$ cat src/vec_macros.svh
// Sizes and encodings for the vector front end
// VLENB must stay VLEN/8 and the largest vl (VLEN/8 * 8) must fit in vlen_t
// CSR addresses and opcodes follow the RVV 1.0 and base ISA encodings
`ifndef VEC_MACROS_SVH
`define VEC_MACROS_SVH

// Vector register and element sizes
`define VEC_VLEN   128
`define VEC_ELEN   32
`define VEC_VLENB  (`VEC_VLEN / 8)

// Unit queue depth and instruction tag width
`define VEC_QDEPTH 4
`define VEC_IDW    4

// Vector CSR addresses
`define VEC_CSR_VSTART 12'h008
`define VEC_CSR_VXSAT  12'h009
`define VEC_CSR_VXRM   12'h00A
`define VEC_CSR_VCSR   12'h00F
`define VEC_CSR_VL     12'hC20
`define VEC_CSR_VTYPE  12'hC21
`define VEC_CSR_VLENB  12'hC22

// Major opcodes
`define VEC_OPC_OPV     7'b1010111
`define VEC_OPC_SYSTEM  7'b1110011
`define VEC_OPC_LOADFP  7'b0000111
`define VEC_OPC_STOREFP 7'b0100111

`endif

$ cat src/vec_pkg.sv
// Types shared by the front end RTL and its testbench
// Enum codes match the vtype CSR fields of RVV 1.0
`default_nettype none

`include "vec_macros.svh"

package vec_pkg;

  // Element count, holds vl up to 128
  typedef logic [7:0] vlen_t;

  typedef enum logic [2:0] {
    EW_8  = 3'b000,
    EW_16 = 3'b001,
    EW_32 = 3'b010,
    EW_64 = 3'b011
  } vsew_e;

  // Signed exponent code, fractional values are negative
  typedef enum logic [2:0] {
    LMUL_1   = 3'b000,
    LMUL_2   = 3'b001,
    LMUL_4   = 3'b010,
    LMUL_8   = 3'b011,
    LMUL_RES = 3'b100,
    LMUL_F8  = 3'b101,
    LMUL_F4  = 3'b110,
    LMUL_F2  = 3'b111
  } vlmul_e;

  typedef struct packed {
    logic   vill;
    vsew_e  vsew;
    vlmul_e vlmul;
  } vtype_t;

  typedef enum logic [1:0] {
    CON = 2'd0,
    VFU = 2'd1,
    LSU = 2'd2
  } ex_unit_e;

  typedef enum logic [1:0] {
    VCFG,
    VCSR,
    VARITH,
    VMEM
  } op_e;

  ////////////////////
  // Host side
  ////////////////////

  typedef struct packed {
    logic [31:0]           instr;
    logic [31:0]           rs1;
    logic [31:0]           rs2;
    logic [`VEC_IDW-1:0]   id;
  } issue_req_t;

  typedef struct packed {
    logic                accept;
    logic                writeback;
    logic                loadstore;
    logic [`VEC_IDW-1:0] id;
  } issue_resp_t;

  typedef struct packed {
    logic [`VEC_IDW-1:0]  id;
    logic [4:0]           rd;
    logic [`VEC_ELEN-1:0] data;
    logic                 we;
  } result_t;

  ////////////////////
  // Internal requests
  ////////////////////

  typedef struct packed {
    op_e                 op;
    ex_unit_e            ex_unit;
    logic [4:0]          rd;
    logic [4:0]          vd;
    logic [31:0]         rs1;
    logic [11:0]         csr_addr;
    logic                use_rd;
    logic                reset_vstart;
    logic                write_vstart;
    vtype_t              vtype;
    vlen_t               vl;
    vlen_t               vstart;
    logic [`VEC_IDW-1:0] id;
  } vec_req_t;

  typedef struct packed {
    vec_req_t req;
    logic     illegal;
  } dec_rsp_t;

endpackage

`default_nettype wire

$ cat src/vec_decoder.sv
// One instruction per offer, result registered for one cycle
// Only vsetvli, OPIVV arithmetic, unit loads/stores and vector csrr/csrw decode
// The keep-vl form of vsetvli (rd and rs1 both x0) is flagged illegal
`timescale 1ns/1ps
`default_nettype none

`include "vec_macros.svh"

module vec_decoder
  import vec_pkg::*;
(
  input  wire logic       clk_i,
  input  wire logic       rst_ni,
  input  wire logic       issue_valid_i,
  input  wire logic       issue_ready_i,
  input  wire issue_req_t issue_req_i,
  output logic            dec_valid_o,
  output dec_rsp_t        dec_rsp_o
);

  logic [31:0] instr;
  logic [6:0]  opcode;
  logic [2:0]  funct3;
  logic [4:0]  rd_idx;
  logic [4:0]  rs1_idx;
  logic [11:0] csr;
  logic        take;
  logic        csr_known;
  dec_rsp_t    rsp_d;
  dec_rsp_t    rsp_q;
  logic        valid_q;

  assign instr   = issue_req_i.instr;
  assign opcode  = instr[6:0];
  assign funct3  = instr[14:12];
  assign rd_idx  = instr[11:7];
  assign rs1_idx = instr[19:15];
  assign csr     = instr[31:20];
  assign take    = issue_valid_i & issue_ready_i;

  // Vector CSRs, fixed-point ones included
  assign csr_known = (csr == `VEC_CSR_VSTART) || (csr == `VEC_CSR_VXSAT) ||
                     (csr == `VEC_CSR_VXRM)   || (csr == `VEC_CSR_VCSR)  ||
                     (csr == `VEC_CSR_VL)     || (csr == `VEC_CSR_VTYPE) ||
                     (csr == `VEC_CSR_VLENB);

  always_comb begin : proc_decode
    rsp_d              = '0;
    rsp_d.illegal      = 1'b1;
    rsp_d.req.rd       = rd_idx;
    rsp_d.req.vd       = rd_idx;
    rsp_d.req.rs1      = issue_req_i.rs1;
    rsp_d.req.csr_addr = csr;
    rsp_d.req.id       = issue_req_i.id;

    case (opcode)
      `VEC_OPC_OPV: begin
        if (funct3 == 3'b111 && !instr[31] && (rs1_idx != '0 || rd_idx != '0)) begin
          // vsetvli, vtype comes from zimm
          rsp_d.req.op          = VCFG;
          rsp_d.req.ex_unit     = CON;
          rsp_d.req.use_rd      = (rd_idx != '0);
          rsp_d.req.vtype.vsew  = vsew_e'(instr[25:23]);
          rsp_d.req.vtype.vlmul = vlmul_e'(instr[22:20]);
          rsp_d.illegal         = 1'b0;
        end else if (funct3 == 3'b000) begin
          rsp_d.req.op           = VARITH;
          rsp_d.req.ex_unit      = VFU;
          rsp_d.req.reset_vstart = 1'b1;
          rsp_d.illegal          = 1'b0;
        end
      end
      `VEC_OPC_SYSTEM: begin
        rsp_d.req.op      = VCSR;
        rsp_d.req.ex_unit = CON;
        if (funct3 == 3'b010 && rs1_idx == '0 && csr_known) begin
          // csrr
          rsp_d.req.use_rd = (rd_idx != '0);
          rsp_d.illegal    = 1'b0;
        end else if (funct3 == 3'b001 && rd_idx == '0 && csr == `VEC_CSR_VSTART) begin
          // csrw, only vstart is writable
          rsp_d.req.write_vstart = 1'b1;
          rsp_d.illegal          = 1'b0;
        end
      end
      `VEC_OPC_LOADFP, `VEC_OPC_STOREFP: begin
        rsp_d.req.op           = VMEM;
        rsp_d.req.ex_unit      = LSU;
        rsp_d.req.reset_vstart = 1'b1;
        rsp_d.illegal          = 1'b0;
        case (funct3)
          3'b000:  rsp_d.req.vtype.vsew = EW_8;
          3'b101:  rsp_d.req.vtype.vsew = EW_16;
          3'b110:  rsp_d.req.vtype.vsew = EW_32;
          default: rsp_d.illegal = 1'b1;
        endcase
      end
      default: ;
    endcase
  end

  always_ff @(posedge clk_i or negedge rst_ni) begin : proc_valid
    if (!rst_ni) begin
      valid_q <= 1'b0;
    end else begin
      valid_q <= take;
    end
  end

  always_ff @(posedge clk_i) begin : proc_rsp
    if (take) begin
      rsp_q <= rsp_d;
    end
  end

  assign dec_valid_o = valid_q;
  assign dec_rsp_o   = rsp_q;

  // Controller holds ready low in the strobe cycle, so no back-to-back offers
  assert property (@(posedge clk_i) disable iff (!rst_ni) dec_valid_o |=> !dec_valid_o)
    else $error("decoder strobe high for two cycles");

endmodule

`default_nettype wire

$ cat src/vec_controller.sv
// Takes one decoded request every other cycle at most
// A request whose queue is full waits in a single stall buffer, ready stays low
// Unit requests are stamped with vl, vtype and vstart at the time they issue
`timescale 1ns/1ps
`default_nettype none

`include "vec_macros.svh"

module vec_controller
  import vec_pkg::*;
(
  input  wire logic     clk_i,
  input  wire logic     rst_ni,
  input  wire logic     dec_valid_i,
  input  wire dec_rsp_t dec_rsp_i,
  output logic          issue_ready_o,
  output logic          issue_resp_valid_o,
  output issue_resp_t   issue_resp_o,
  output logic          result_valid_o,
  output result_t       result_o,
  output logic          vfu_push_o,
  output logic          lsu_push_o,
  output vec_req_t      unit_req_o,
  input  wire logic     vfu_full_i,
  input  wire logic     lsu_full_i
);

  localparam vtype_t VTYPE_VILL = '{vill: 1'b1, vsew: EW_8, vlmul: LMUL_1};

  ////////////////////
  // State
  ////////////////////

  vlen_t    vl_q, vl_d;
  vlen_t    vstart_q, vstart_d;
  vtype_t   vtype_q, vtype_d;
  logic     ready_q, ready_d;
  logic     buf_valid_q, buf_valid_d;
  vec_req_t buf_q;

  always_ff @(posedge clk_i or negedge rst_ni) begin : proc_state
    if (!rst_ni) begin
      vl_q        <= '0;
      vstart_q    <= '0;
      vtype_q     <= VTYPE_VILL;
      ready_q     <= 1'b1;
      buf_valid_q <= 1'b0;
    end else begin
      vl_q        <= vl_d;
      vstart_q    <= vstart_d;
      vtype_q     <= vtype_d;
      ready_q     <= ready_d;
      buf_valid_q <= buf_valid_d;
    end
  end

  ////////////////////
  // Issue decision
  ////////////////////

  vec_req_t cur;
  logic     is_unit;
  logic     tgt_full;
  logic     new_ok;
  logic     stall_new;
  logic     release_buf;
  logic     issue;

  // Buffer and strobe never coincide, see assertion below
  assign cur       = buf_valid_q ? buf_q : dec_rsp_i.req;
  assign is_unit   = (cur.ex_unit != CON);
  assign tgt_full  = ((cur.ex_unit == VFU) && vfu_full_i) || ((cur.ex_unit == LSU) && lsu_full_i);
  assign new_ok    = dec_valid_i && !dec_rsp_i.illegal && !(is_unit && vtype_q.vill);
  assign stall_new = new_ok && is_unit && tgt_full;
  assign release_buf = buf_valid_q && !tgt_full;
  assign issue     = (new_ok && !stall_new) || release_buf;

  always_ff @(posedge clk_i) begin : proc_buf
    if (stall_new) begin
      buf_q <= dec_rsp_i.req;
    end
  end

  always_comb begin : proc_ready
    buf_valid_d = buf_valid_q;
    ready_d     = ready_q;
    if (stall_new) begin
      buf_valid_d = 1'b1;
      ready_d     = 1'b0;
    end else if (release_buf) begin
      buf_valid_d = 1'b0;
      ready_d     = 1'b1;
    end
  end

  // No new offer while a decoded one is being answered
  assign issue_ready_o = ready_q & ~dec_valid_i;

  assign issue_resp_valid_o     = (dec_valid_i && !stall_new) || release_buf;
  assign issue_resp_o.accept    = issue;
  assign issue_resp_o.writeback = issue && ((cur.op == VCFG) || (cur.op == VCSR && cur.use_rd));
  assign issue_resp_o.loadstore = issue && (cur.op == VMEM);
  assign issue_resp_o.id        = cur.id;

  ////////////////////
  // vsetvli
  ////////////////////

  logic [2:0]        lmul_bits;
  logic signed [3:0] lmul_exp;
  logic signed [3:0] sew_code;
  logic              cfg_illegal;
  logic [31:0]       vlmax;
  logic [31:0]       cfg_vl;

  assign lmul_bits = cur.vtype.vlmul;
  assign lmul_exp  = {lmul_bits[2], lmul_bits};
  assign sew_code  = {1'b0, cur.vtype.vsew};

  // SEW may not exceed ELEN * LMUL
  assign cfg_illegal = (cur.vtype.vsew > EW_32) || (cur.vtype.vlmul == LMUL_RES) ||
                       (cur.vtype.vlmul == LMUL_F8) || ((lmul_exp + 4'sd2) < sew_code);

  always_comb begin : proc_vlmax
    vlmax = 32'(`VEC_VLENB) >> cur.vtype.vsew;
    case (cur.vtype.vlmul)
      LMUL_F2: vlmax = vlmax >> 1;
      LMUL_F4: vlmax = vlmax >> 2;
      LMUL_2:  vlmax = vlmax << 1;
      LMUL_4:  vlmax = vlmax << 2;
      LMUL_8:  vlmax = vlmax << 3;
      default: ;
    endcase
  end

  assign cfg_vl = cfg_illegal ? '0 :
                  (cur.rs1 == '1) ? vlmax :
                  (cur.rs1 < vlmax) ? cur.rs1 : vlmax;

  always_comb begin : proc_csr
    vl_d     = vl_q;
    vtype_d  = vtype_q;
    vstart_d = vstart_q;
    if (issue) begin
      if (cur.op == VCFG) begin
        vtype_d = cfg_illegal ? VTYPE_VILL : cur.vtype;
        vl_d    = vlen_t'(cfg_vl);
      end
      if (cur.write_vstart) begin
        vstart_d = vlen_t'(cur.rs1);
      end
      if (cur.reset_vstart) begin
        vstart_d = '0;
      end
    end
  end

  ////////////////////
  // Results and units
  ////////////////////

  always_comb begin : proc_result
    result_valid_o = issue && !is_unit;
    result_o.id    = cur.id;
    result_o.rd    = cur.rd;
    result_o.we    = (cur.op == VCFG) || cur.use_rd;
    result_o.data  = '0;
    if (cur.op == VCFG) begin
      result_o.data = cfg_vl;
    end else if (cur.use_rd) begin
      // Fixed-point CSRs read as zero
      case (cur.csr_addr)
        `VEC_CSR_VSTART: result_o.data = 32'(vstart_q);
        `VEC_CSR_VL:     result_o.data = 32'(vl_q);
        `VEC_CSR_VTYPE:  result_o.data = {vtype_q.vill, 25'b0, vtype_q.vsew, vtype_q.vlmul};
        `VEC_CSR_VLENB:  result_o.data = 32'(`VEC_VLENB);
        default:         result_o.data = '0;
      endcase
    end
  end

  always_comb begin : proc_unit_req
    unit_req_o        = cur;
    unit_req_o.vl     = vl_q;
    unit_req_o.vtype  = vtype_q;
    unit_req_o.vstart = vstart_q;
  end

  assign vfu_push_o = issue && (cur.ex_unit == VFU);
  assign lsu_push_o = issue && (cur.ex_unit == LSU);

  // Relies on the decoder seeing ready low while the buffer is held
  assert property (@(posedge clk_i) disable iff (!rst_ni) buf_valid_q |-> !dec_valid_i)
    else $error("stall buffer overwritten");

endmodule

`default_nettype wire

$ cat src/vec_unit_queue.sv
// In-order FIFO of VEC_QDEPTH entries for one execution unit
// Push while full is not allowed, the writer must watch full_o
// Head is visible one cycle after the push that fills an empty queue
`timescale 1ns/1ps
`default_nettype none

`include "vec_macros.svh"

module vec_unit_queue
  import vec_pkg::*;
#(
  parameter type payload_t = vec_req_t
) (
  input  wire logic     clk_i,
  input  wire logic     rst_ni,
  input  wire logic     push_i,
  input  wire payload_t data_i,
  output logic          full_o,
  output logic          valid_o,
  output payload_t      data_o,
  input  wire logic     ready_i
);

  localparam int unsigned DEPTH = `VEC_QDEPTH;
  localparam int unsigned PW    = (DEPTH > 1) ? $clog2(DEPTH) : 1;
  localparam int unsigned CW    = $clog2(DEPTH + 1);

  payload_t        mem_q [DEPTH];
  logic [PW-1:0]   wr_ptr_q;
  logic [PW-1:0]   rd_ptr_q;
  logic [CW-1:0]   count_q;
  logic            pop;

  assign full_o  = (count_q == CW'(DEPTH));
  assign valid_o = (count_q != '0);
  assign data_o  = mem_q[rd_ptr_q];
  assign pop     = valid_o & ready_i;

  always_ff @(posedge clk_i) begin : proc_mem
    if (push_i) begin
      mem_q[wr_ptr_q] <= data_i;
    end
  end

  always_ff @(posedge clk_i or negedge rst_ni) begin : proc_ptr
    if (!rst_ni) begin
      wr_ptr_q <= '0;
      rd_ptr_q <= '0;
      count_q  <= '0;
    end else begin
      if (push_i) begin
        wr_ptr_q <= (wr_ptr_q == PW'(DEPTH - 1)) ? '0 : wr_ptr_q + 1'b1;
      end
      if (pop) begin
        rd_ptr_q <= (rd_ptr_q == PW'(DEPTH - 1)) ? '0 : rd_ptr_q + 1'b1;
      end
      case ({push_i, pop})
        2'b10:   count_q <= count_q + 1'b1;
        2'b01:   count_q <= count_q - 1'b1;
        default: ;
      endcase
    end
  end

  assert property (@(posedge clk_i) disable iff (!rst_ni) full_o |-> !push_i)
    else $error("push into full queue");

endmodule

`default_nettype wire

$ cat src/vec_frontend_top.sv
// Vector front end: decoder, controller and one queue per execution unit
// Offers are taken at most every other cycle, results need no ready
`timescale 1ns/1ps
`default_nettype none

module vec_frontend_top
  import vec_pkg::*;
(
  input  wire logic       clk_i,
  input  wire logic       rst_ni,
  // Issue port
  input  wire logic       issue_valid_i,
  output logic            issue_ready_o,
  input  wire issue_req_t issue_req_i,
  output logic            issue_resp_valid_o,
  output issue_resp_t     issue_resp_o,
  // Results
  output logic            result_valid_o,
  output result_t         result_o,
  // Unit requests
  output logic            vfu_req_valid_o,
  output vec_req_t        vfu_req_o,
  input  wire logic       vfu_req_ready_i,
  output logic            lsu_req_valid_o,
  output vec_req_t        lsu_req_o,
  input  wire logic       lsu_req_ready_i
);

  logic     dec_valid;
  dec_rsp_t dec_rsp;
  logic     vfu_push;
  logic     lsu_push;
  logic     vfu_full;
  logic     lsu_full;
  vec_req_t unit_req;

  vec_decoder u_dec (
    .clk_i         (clk_i),
    .rst_ni        (rst_ni),
    .issue_valid_i (issue_valid_i),
    .issue_ready_i (issue_ready_o),
    .issue_req_i   (issue_req_i),
    .dec_valid_o   (dec_valid),
    .dec_rsp_o     (dec_rsp)
  );

  vec_controller u_ctrl (
    .clk_i              (clk_i),
    .rst_ni             (rst_ni),
    .dec_valid_i        (dec_valid),
    .dec_rsp_i          (dec_rsp),
    .issue_ready_o      (issue_ready_o),
    .issue_resp_valid_o (issue_resp_valid_o),
    .issue_resp_o       (issue_resp_o),
    .result_valid_o     (result_valid_o),
    .result_o           (result_o),
    .vfu_push_o         (vfu_push),
    .lsu_push_o         (lsu_push),
    .unit_req_o         (unit_req),
    .vfu_full_i         (vfu_full),
    .lsu_full_i         (lsu_full)
  );

  vec_unit_queue #(.payload_t(vec_req_t)) u_vfu_q (
    .clk_i   (clk_i),
    .rst_ni  (rst_ni),
    .push_i  (vfu_push),
    .data_i  (unit_req),
    .full_o  (vfu_full),
    .valid_o (vfu_req_valid_o),
    .data_o  (vfu_req_o),
    .ready_i (vfu_req_ready_i)
  );

  vec_unit_queue #(.payload_t(vec_req_t)) u_lsu_q (
    .clk_i   (clk_i),
    .rst_ni  (rst_ni),
    .push_i  (lsu_push),
    .data_i  (unit_req),
    .full_o  (lsu_full),
    .valid_o (lsu_req_valid_o),
    .data_o  (lsu_req_o),
    .ready_i (lsu_req_ready_i)
  );

endmodule

`default_nettype wire

$ cat config.mk
export PLATFORM = sky130hd
export DESIGN_NAME = vec_frontend_top
export DESIGN_NICKNAME = d
export VERILOG_FILES = /design/src/vec_pkg.sv /design/src/vec_decoder.sv /design/src/vec_controller.sv /design/src/vec_unit_queue.sv /design/src/vec_frontend_top.sv
export VERILOG_INCLUDE_DIRS = /design/src
export SDC_FILE = /design/constraint.sdc
export NUM_CORES = 1
export LEC_CHECK = 0
export ABC_AREA = 1
export CAP_MARGIN = 10
export CORE_MARGIN = 2
export CORE_UTILIZATION = 63
export CTS_CLUSTER_SIZE = 28
export DETAILED_ROUTE_END_ITERATION = 16
export DONT_BUFFER_PORTS = 1
export PLACE_DENSITY_LB_ADDON = 0.05
export SYNTH_ARGS = -nofsm -noshare
export SYNTH_HDL_FRONTEND = slang
export SYNTH_SLANG_ARGS = --single-unit
export TNS_END_PERCENT = 1
$ cat constraint.sdc
create_clock -name clk_i -period 7.1 [get_ports clk_i]
set_clock_uncertainty 0.2 [all_clocks]
set_input_delay 2.13 -clock clk_i [delete_from_list [all_inputs] [get_ports clk_i]]
set_output_delay 2.13 -clock clk_i [all_outputs]
set_load 0.01 [all_outputs]
==> run summary <==
The flow ran to the end, and the final reports show no timing, DRC or antenna violations. The startpoint identified for the worst register-to-register timing path is u_ctrl.buf_valid_q$_DFFE_PN0P_. In the final design database the tool counted 2580 nets. The top flip-flop cell by instance count after synthesis is edfxtp_1. Counting I/O delays and the setup requirement, the final critical path takes 6724 ps. The starting utilization of the core area is 0.6400, and the number of flops mapped to enable cells by yosys is 797. During placement, the flow inserted port buffers numbering 0. The startpoint of the worst hold path was u_dec.dec_rsp_o[30]$_SDFFCE_PN0P_. The residual antenna-violating net count after detailed routing is 0.

The commonest cells after synthesis are edfxtp_1 (797), nor2_1 (381), o21ai_0 (366), nand2_1 (235), o22ai_1 (174). Setup repair after global routing left no endpoint under its margin. After clock tree synthesis, the clock-pin slew on the worst setup and hold paths is 60 ps. The total area inside the core boundary comes to 51610 sq um. 335 I/O pins were placed. Walking the worst path, the cells encountered are buf_4 -> o21ai_0 -> nor2_1 -> inv_1 -> o22ai_1 -> a221oi_1 -> ha_1 -> a21oi_1 -> o211a_1 -> nand4_1 -> nor2_4 -> nand2_4 -> nand2_2 -> nand4_1 -> nand2_1. The run gives 0.1196 as the worst slew margin relative to its limit. In the routed layout, each cell is associated on average with a via count of 6.295.

The first detailed-routing pass ran for 7 iterations. Summing over every cut layer, the via total after detailed routing is 20140. The worst hold-check path type is reg2reg.

The root buffer cell chosen for the clock tree is clkbuf_16. The type of the setup path with the least slack is reg2out. The total global-route track usage was 0.3069. The worst setup path is captured at a primary output. The count of placed standard cells including taps came out at 3044.

The tools report the maximum operating frequency as 148.7 MHz. For this design, the CTS-stage hold fixing added 0 buffers. After detailed routing, the number of remaining DRC violations is 0. The die is 233.0 um wide. TritonCTS built the clock tree.

Number of synthesized register bits: 837. The area added between synthesis and finish is 9.575%. The tools report the number of fillers in the final layout as 3494. Adding up every negative setup slack in the final design gives 0 ps.

The first routing iteration left 1930 violations. IR analysis of the VDD net gives a maximum drop of 0.2966 mV. Synthesis produced 2487 cells. Ranked by total cell area, the synthesized netlist is headed by edfxtp_1 (72%), o21ai_0 (5.5%), nor2_1 (4.3%).

In this run the vertical extent of the chip is 233.0 um. The congestion estimate from routability-driven global placement came to 0.8987. Counting cells, the worst reg-to-reg path comes to 10. The tools report the internal reg-to-reg setup slack as 2390 ps. Max-cap violations in this run came to 0.

The H-tree depth was 3; the clock latency at the later pin of the worst-skew pair was 630 ps. The mapped netlist covers 33030 sq um. Row generation in the floorplan step produced 83 rows.

The pin slew with the least headroom to its limit was 1307 ps; the count of cells along the worst hold path was 0. The portion of the post-synthesis area used by sequential elements came out at 0.7549. Fraction of final layout cells sized beyond drive strength 1: 0.08780.

Total congestion overflow after global routing: 0. Proportion of netlist area held by the largest area contributor: 0.7245. Clock tree synthesis inserted a total of 83 buffers. The highest fanout seen on the critical path was 32. The largest individual stage delay along the critical path comes from the cell dfrtp_4. For this block, the routed nets add up to 83470 um of wire. The share of the cycle needed by the critical path after routing was 0.9471. The tools report the category of the worst setup path launch point as a flip-flop. Timing analysis after detailed placement gives a worst setup slack of 799.6 ps.

The sequential cells in the finished layout cover a total of 24950 sq um. The clock passes through at most 3 buffers. The total power per unit cell area was 345.4 nW/um^2. For the maximum number of pins on one net before global-route repair, the log shows 117. In this design, the stage delay of the slowest critical-path cell is 640 ps.

The path with the worst hold slack has its endpoint at u_ctrl.buf_q[29]$_DFFE_PP_. For the total area of multi-input combinational cells, the log shows 6932 sq um. Averaged over all synthesized cells, the footprint is 13.28 sq um.

The most numerous cell in the Yosys netlist is edfxtp_1. The logs give 375.9 ps for the worst-case setup margin in the final layout and 0 for the count of yosys warnings during synthesis. The endpoint identified for the worst register-to-register timing path is u_vfu_q.mem_q[0][22]$_DFFE_PP_. Leaving out filler cells and counting taps, the final layout contains 3199. The tools report the clock sink total as 837. The tools report the number of hold violations in the final report as 0.

The routed wirelength normalized by instance count was 26.09 um. The via count of the first global-routing pass came out at 19070. The cell that appears most often on the critical path is nand4_1. The tools report the HPWL reported at the end of detailed placement as 48120 um.

For the signal arrival time at the worst endpoint, the log shows 4390 ps. The die covers 54280 sq um. The wire length of the first global-routing pass is 121300 um. The data required time at the worst endpoint came out at 4770 ps.

The analysis attributes to cell leakage a power of 11.90 nW. The number of pins with negative max-slew slack in the final report came out at 0. The count of distinct cell types in the synthesized netlist is 54.

Summed over all instances, the cell type with the most area after synthesis is edfxtp_1. The proportion of synthesized flip-flops having asynchronous set or reset is 0.04779. The number of setup violations in the final report is 0.

The tools report the initial antenna violation count as 5.
timing repair:
action | 4_1_cts | 5_1_grt
buffers inserted | 0 | 2
resized for setup | 0 | 5
setup endpoints to repair | 0 | 8
critical path: cells and delay by family, from the launching register on:
family,cells,cell delay [ps]
compound gates,5,910
fa+ha+maj,1,260
buf+inv,2,600
flops,1,640
simple gates,7,1370
cell usage in the layout (no fill, tap or decap), types with 12 or more instances in the layout:
| master | instances |
|---|---|
| or2_2 | 13 |
| o22ai_1 | 174 |
| edfxtp_1 | 797 |
| nand2_2 | 21 |
| clkbuf_1 | 27 |
| nand4_1 | 18 |
| conb_1 | 23 |
| dfrtp_1 | 33 |
| buf_4 | 21 |
| nand3_1 | 27 |
| clkinv_1 | 14 |
| nor3_1 | 13 |
| o21ai_0 | 366 |
| inv_1 | 98 |
| nor2_4 | 12 |
| nand2_1 | 235 |
| nor2_1 | 372 |
| a21oi_1 | 19 |
| ha_1 | 22 |
| clkbuf_16 | 85 |
flip-flops by register name, indices dropped and copies added, names as in the netlist:
signal,flops
u_ctrl.buf_valid_q,1
u_ctrl.ready_q,1
u_ctrl.unit_req_o,7
u_vfu_q.rd_ptr_q,2
u_lsu_q.wr_ptr_q,2
u_vfu_q.count_q,3
u_lsu_q.count_q,3
u_lsu_q.rd_ptr_q,2
u_lsu_q.mem_q,332
u_ctrl.vl_q,8
u_dec.dec_valid_o,1
u_vfu_q.wr_ptr_q,2
u_ctrl.vstart_q,8
u_ctrl.buf_q,66
u_dec.dec_rsp_o,67
u_vfu_q.mem_q,332
layout make-up:
class                      count  area share
antenna                        2   0.0001383
timing repair buffer          30    0.009333
clock buffer                 118     0.06384
inverter                     111     0.01237
sequential                   837      0.6893
tap                          680     0.02351
multi-input combinational   1388      0.1915
clock inverter                33     0.01002
metrics by stage:
step | util | area (sq um) | hold WS (ps) | power, W
after floorplan | - | 33120 | 217.4 | 0.007445
after global placement | 0.6483 | 33460 | 226.1 | 0.008206
after detailed placement | 0.6483 | 33460 | 230.4 | 0.008290
after CTS | 0.7001 | 36140 | 244.1 | 0.01255
after global routing | 0.7012 | 36190 | 256.0 | 0.01294
final | 0.7013 | 36200 | 243.2 | 0.01250
layer usage:
metal,vias to the layer above,share of wire,track usage
met5,-,0.00036,0
met4,4,0.018,0.06927
met3,109,0.10,0.06936
met2,954,0.49,0.5004
met1,10140,0.39,0.4284
li1,8932,-,-
worst max-delay path by stage:
| stage | startpoint | cells past startpoint | slack [ps] | to |
|---|---|---|---|---|
| after detailed placement | u_ctrl.buf_valid_q$_DFFE_PN0P_ | 17 | 800 | result_o[6] |
| after global placement | u_ctrl.buf_valid_q$_DFFE_PN0P_ | 17 | 820 | result_o[6] |
| final | u_ctrl.buf_valid_q$_DFFE_PN0P_ | 15 | 380 | result_o[6] |
| after floorplan | u_ctrl.buf_valid_q$_DFFE_PN0P_ | 10 | 180 | issue_resp_valid_o |
| after CTS | u_ctrl.buf_valid_q$_DFFE_PN0P_ | 17 | 50 | result_o[6] |
| after global routing | u_ctrl.buf_valid_q$_DFFE_PN0P_ | 15 | 30 | result_o[6] |
cell families (layout without fill, tap and decap cells):
| logic type | Yosys count | count (layout) | synth area share |
|---|---|---|---|
| other | 1 | 25 | 0.0001135 |
| AND/OR/NAND/NOR | 735 | 735 | 0.09280 |
| flip-flops | 837 | 837 | 0.7549 |
| AO/OA/AOI/OAI | 601 | 601 | 0.1011 |
| XOR/XNOR | 4 | 4 | 0.001061 |
| multiplexers | 1 | 1 | 0.0003030 |
| buffers and inverters | 284 | 292 | 0.04022 |
| adder cells (fa/ha/maj) | 24 | 24 | 0.009545 |
where the power goes:
| group | internal (W) | switching (W) | leakage [nW] | total (W) |
|---|---|---|---|---|
| clock network | 0.00252 | 0.00179 | 1.29 | 0.00431 |
| logic | 0.000594 | 0.00212 | 3.13 | 0.00272 |
| registers | 0.00536 | 0.000111 | 7.47 | 0.00547 |
| total | 0.00848 | 0.00402 | 11.9 | 0.0125 |
No activity file was read; power rests on OpenSTA's default activity.
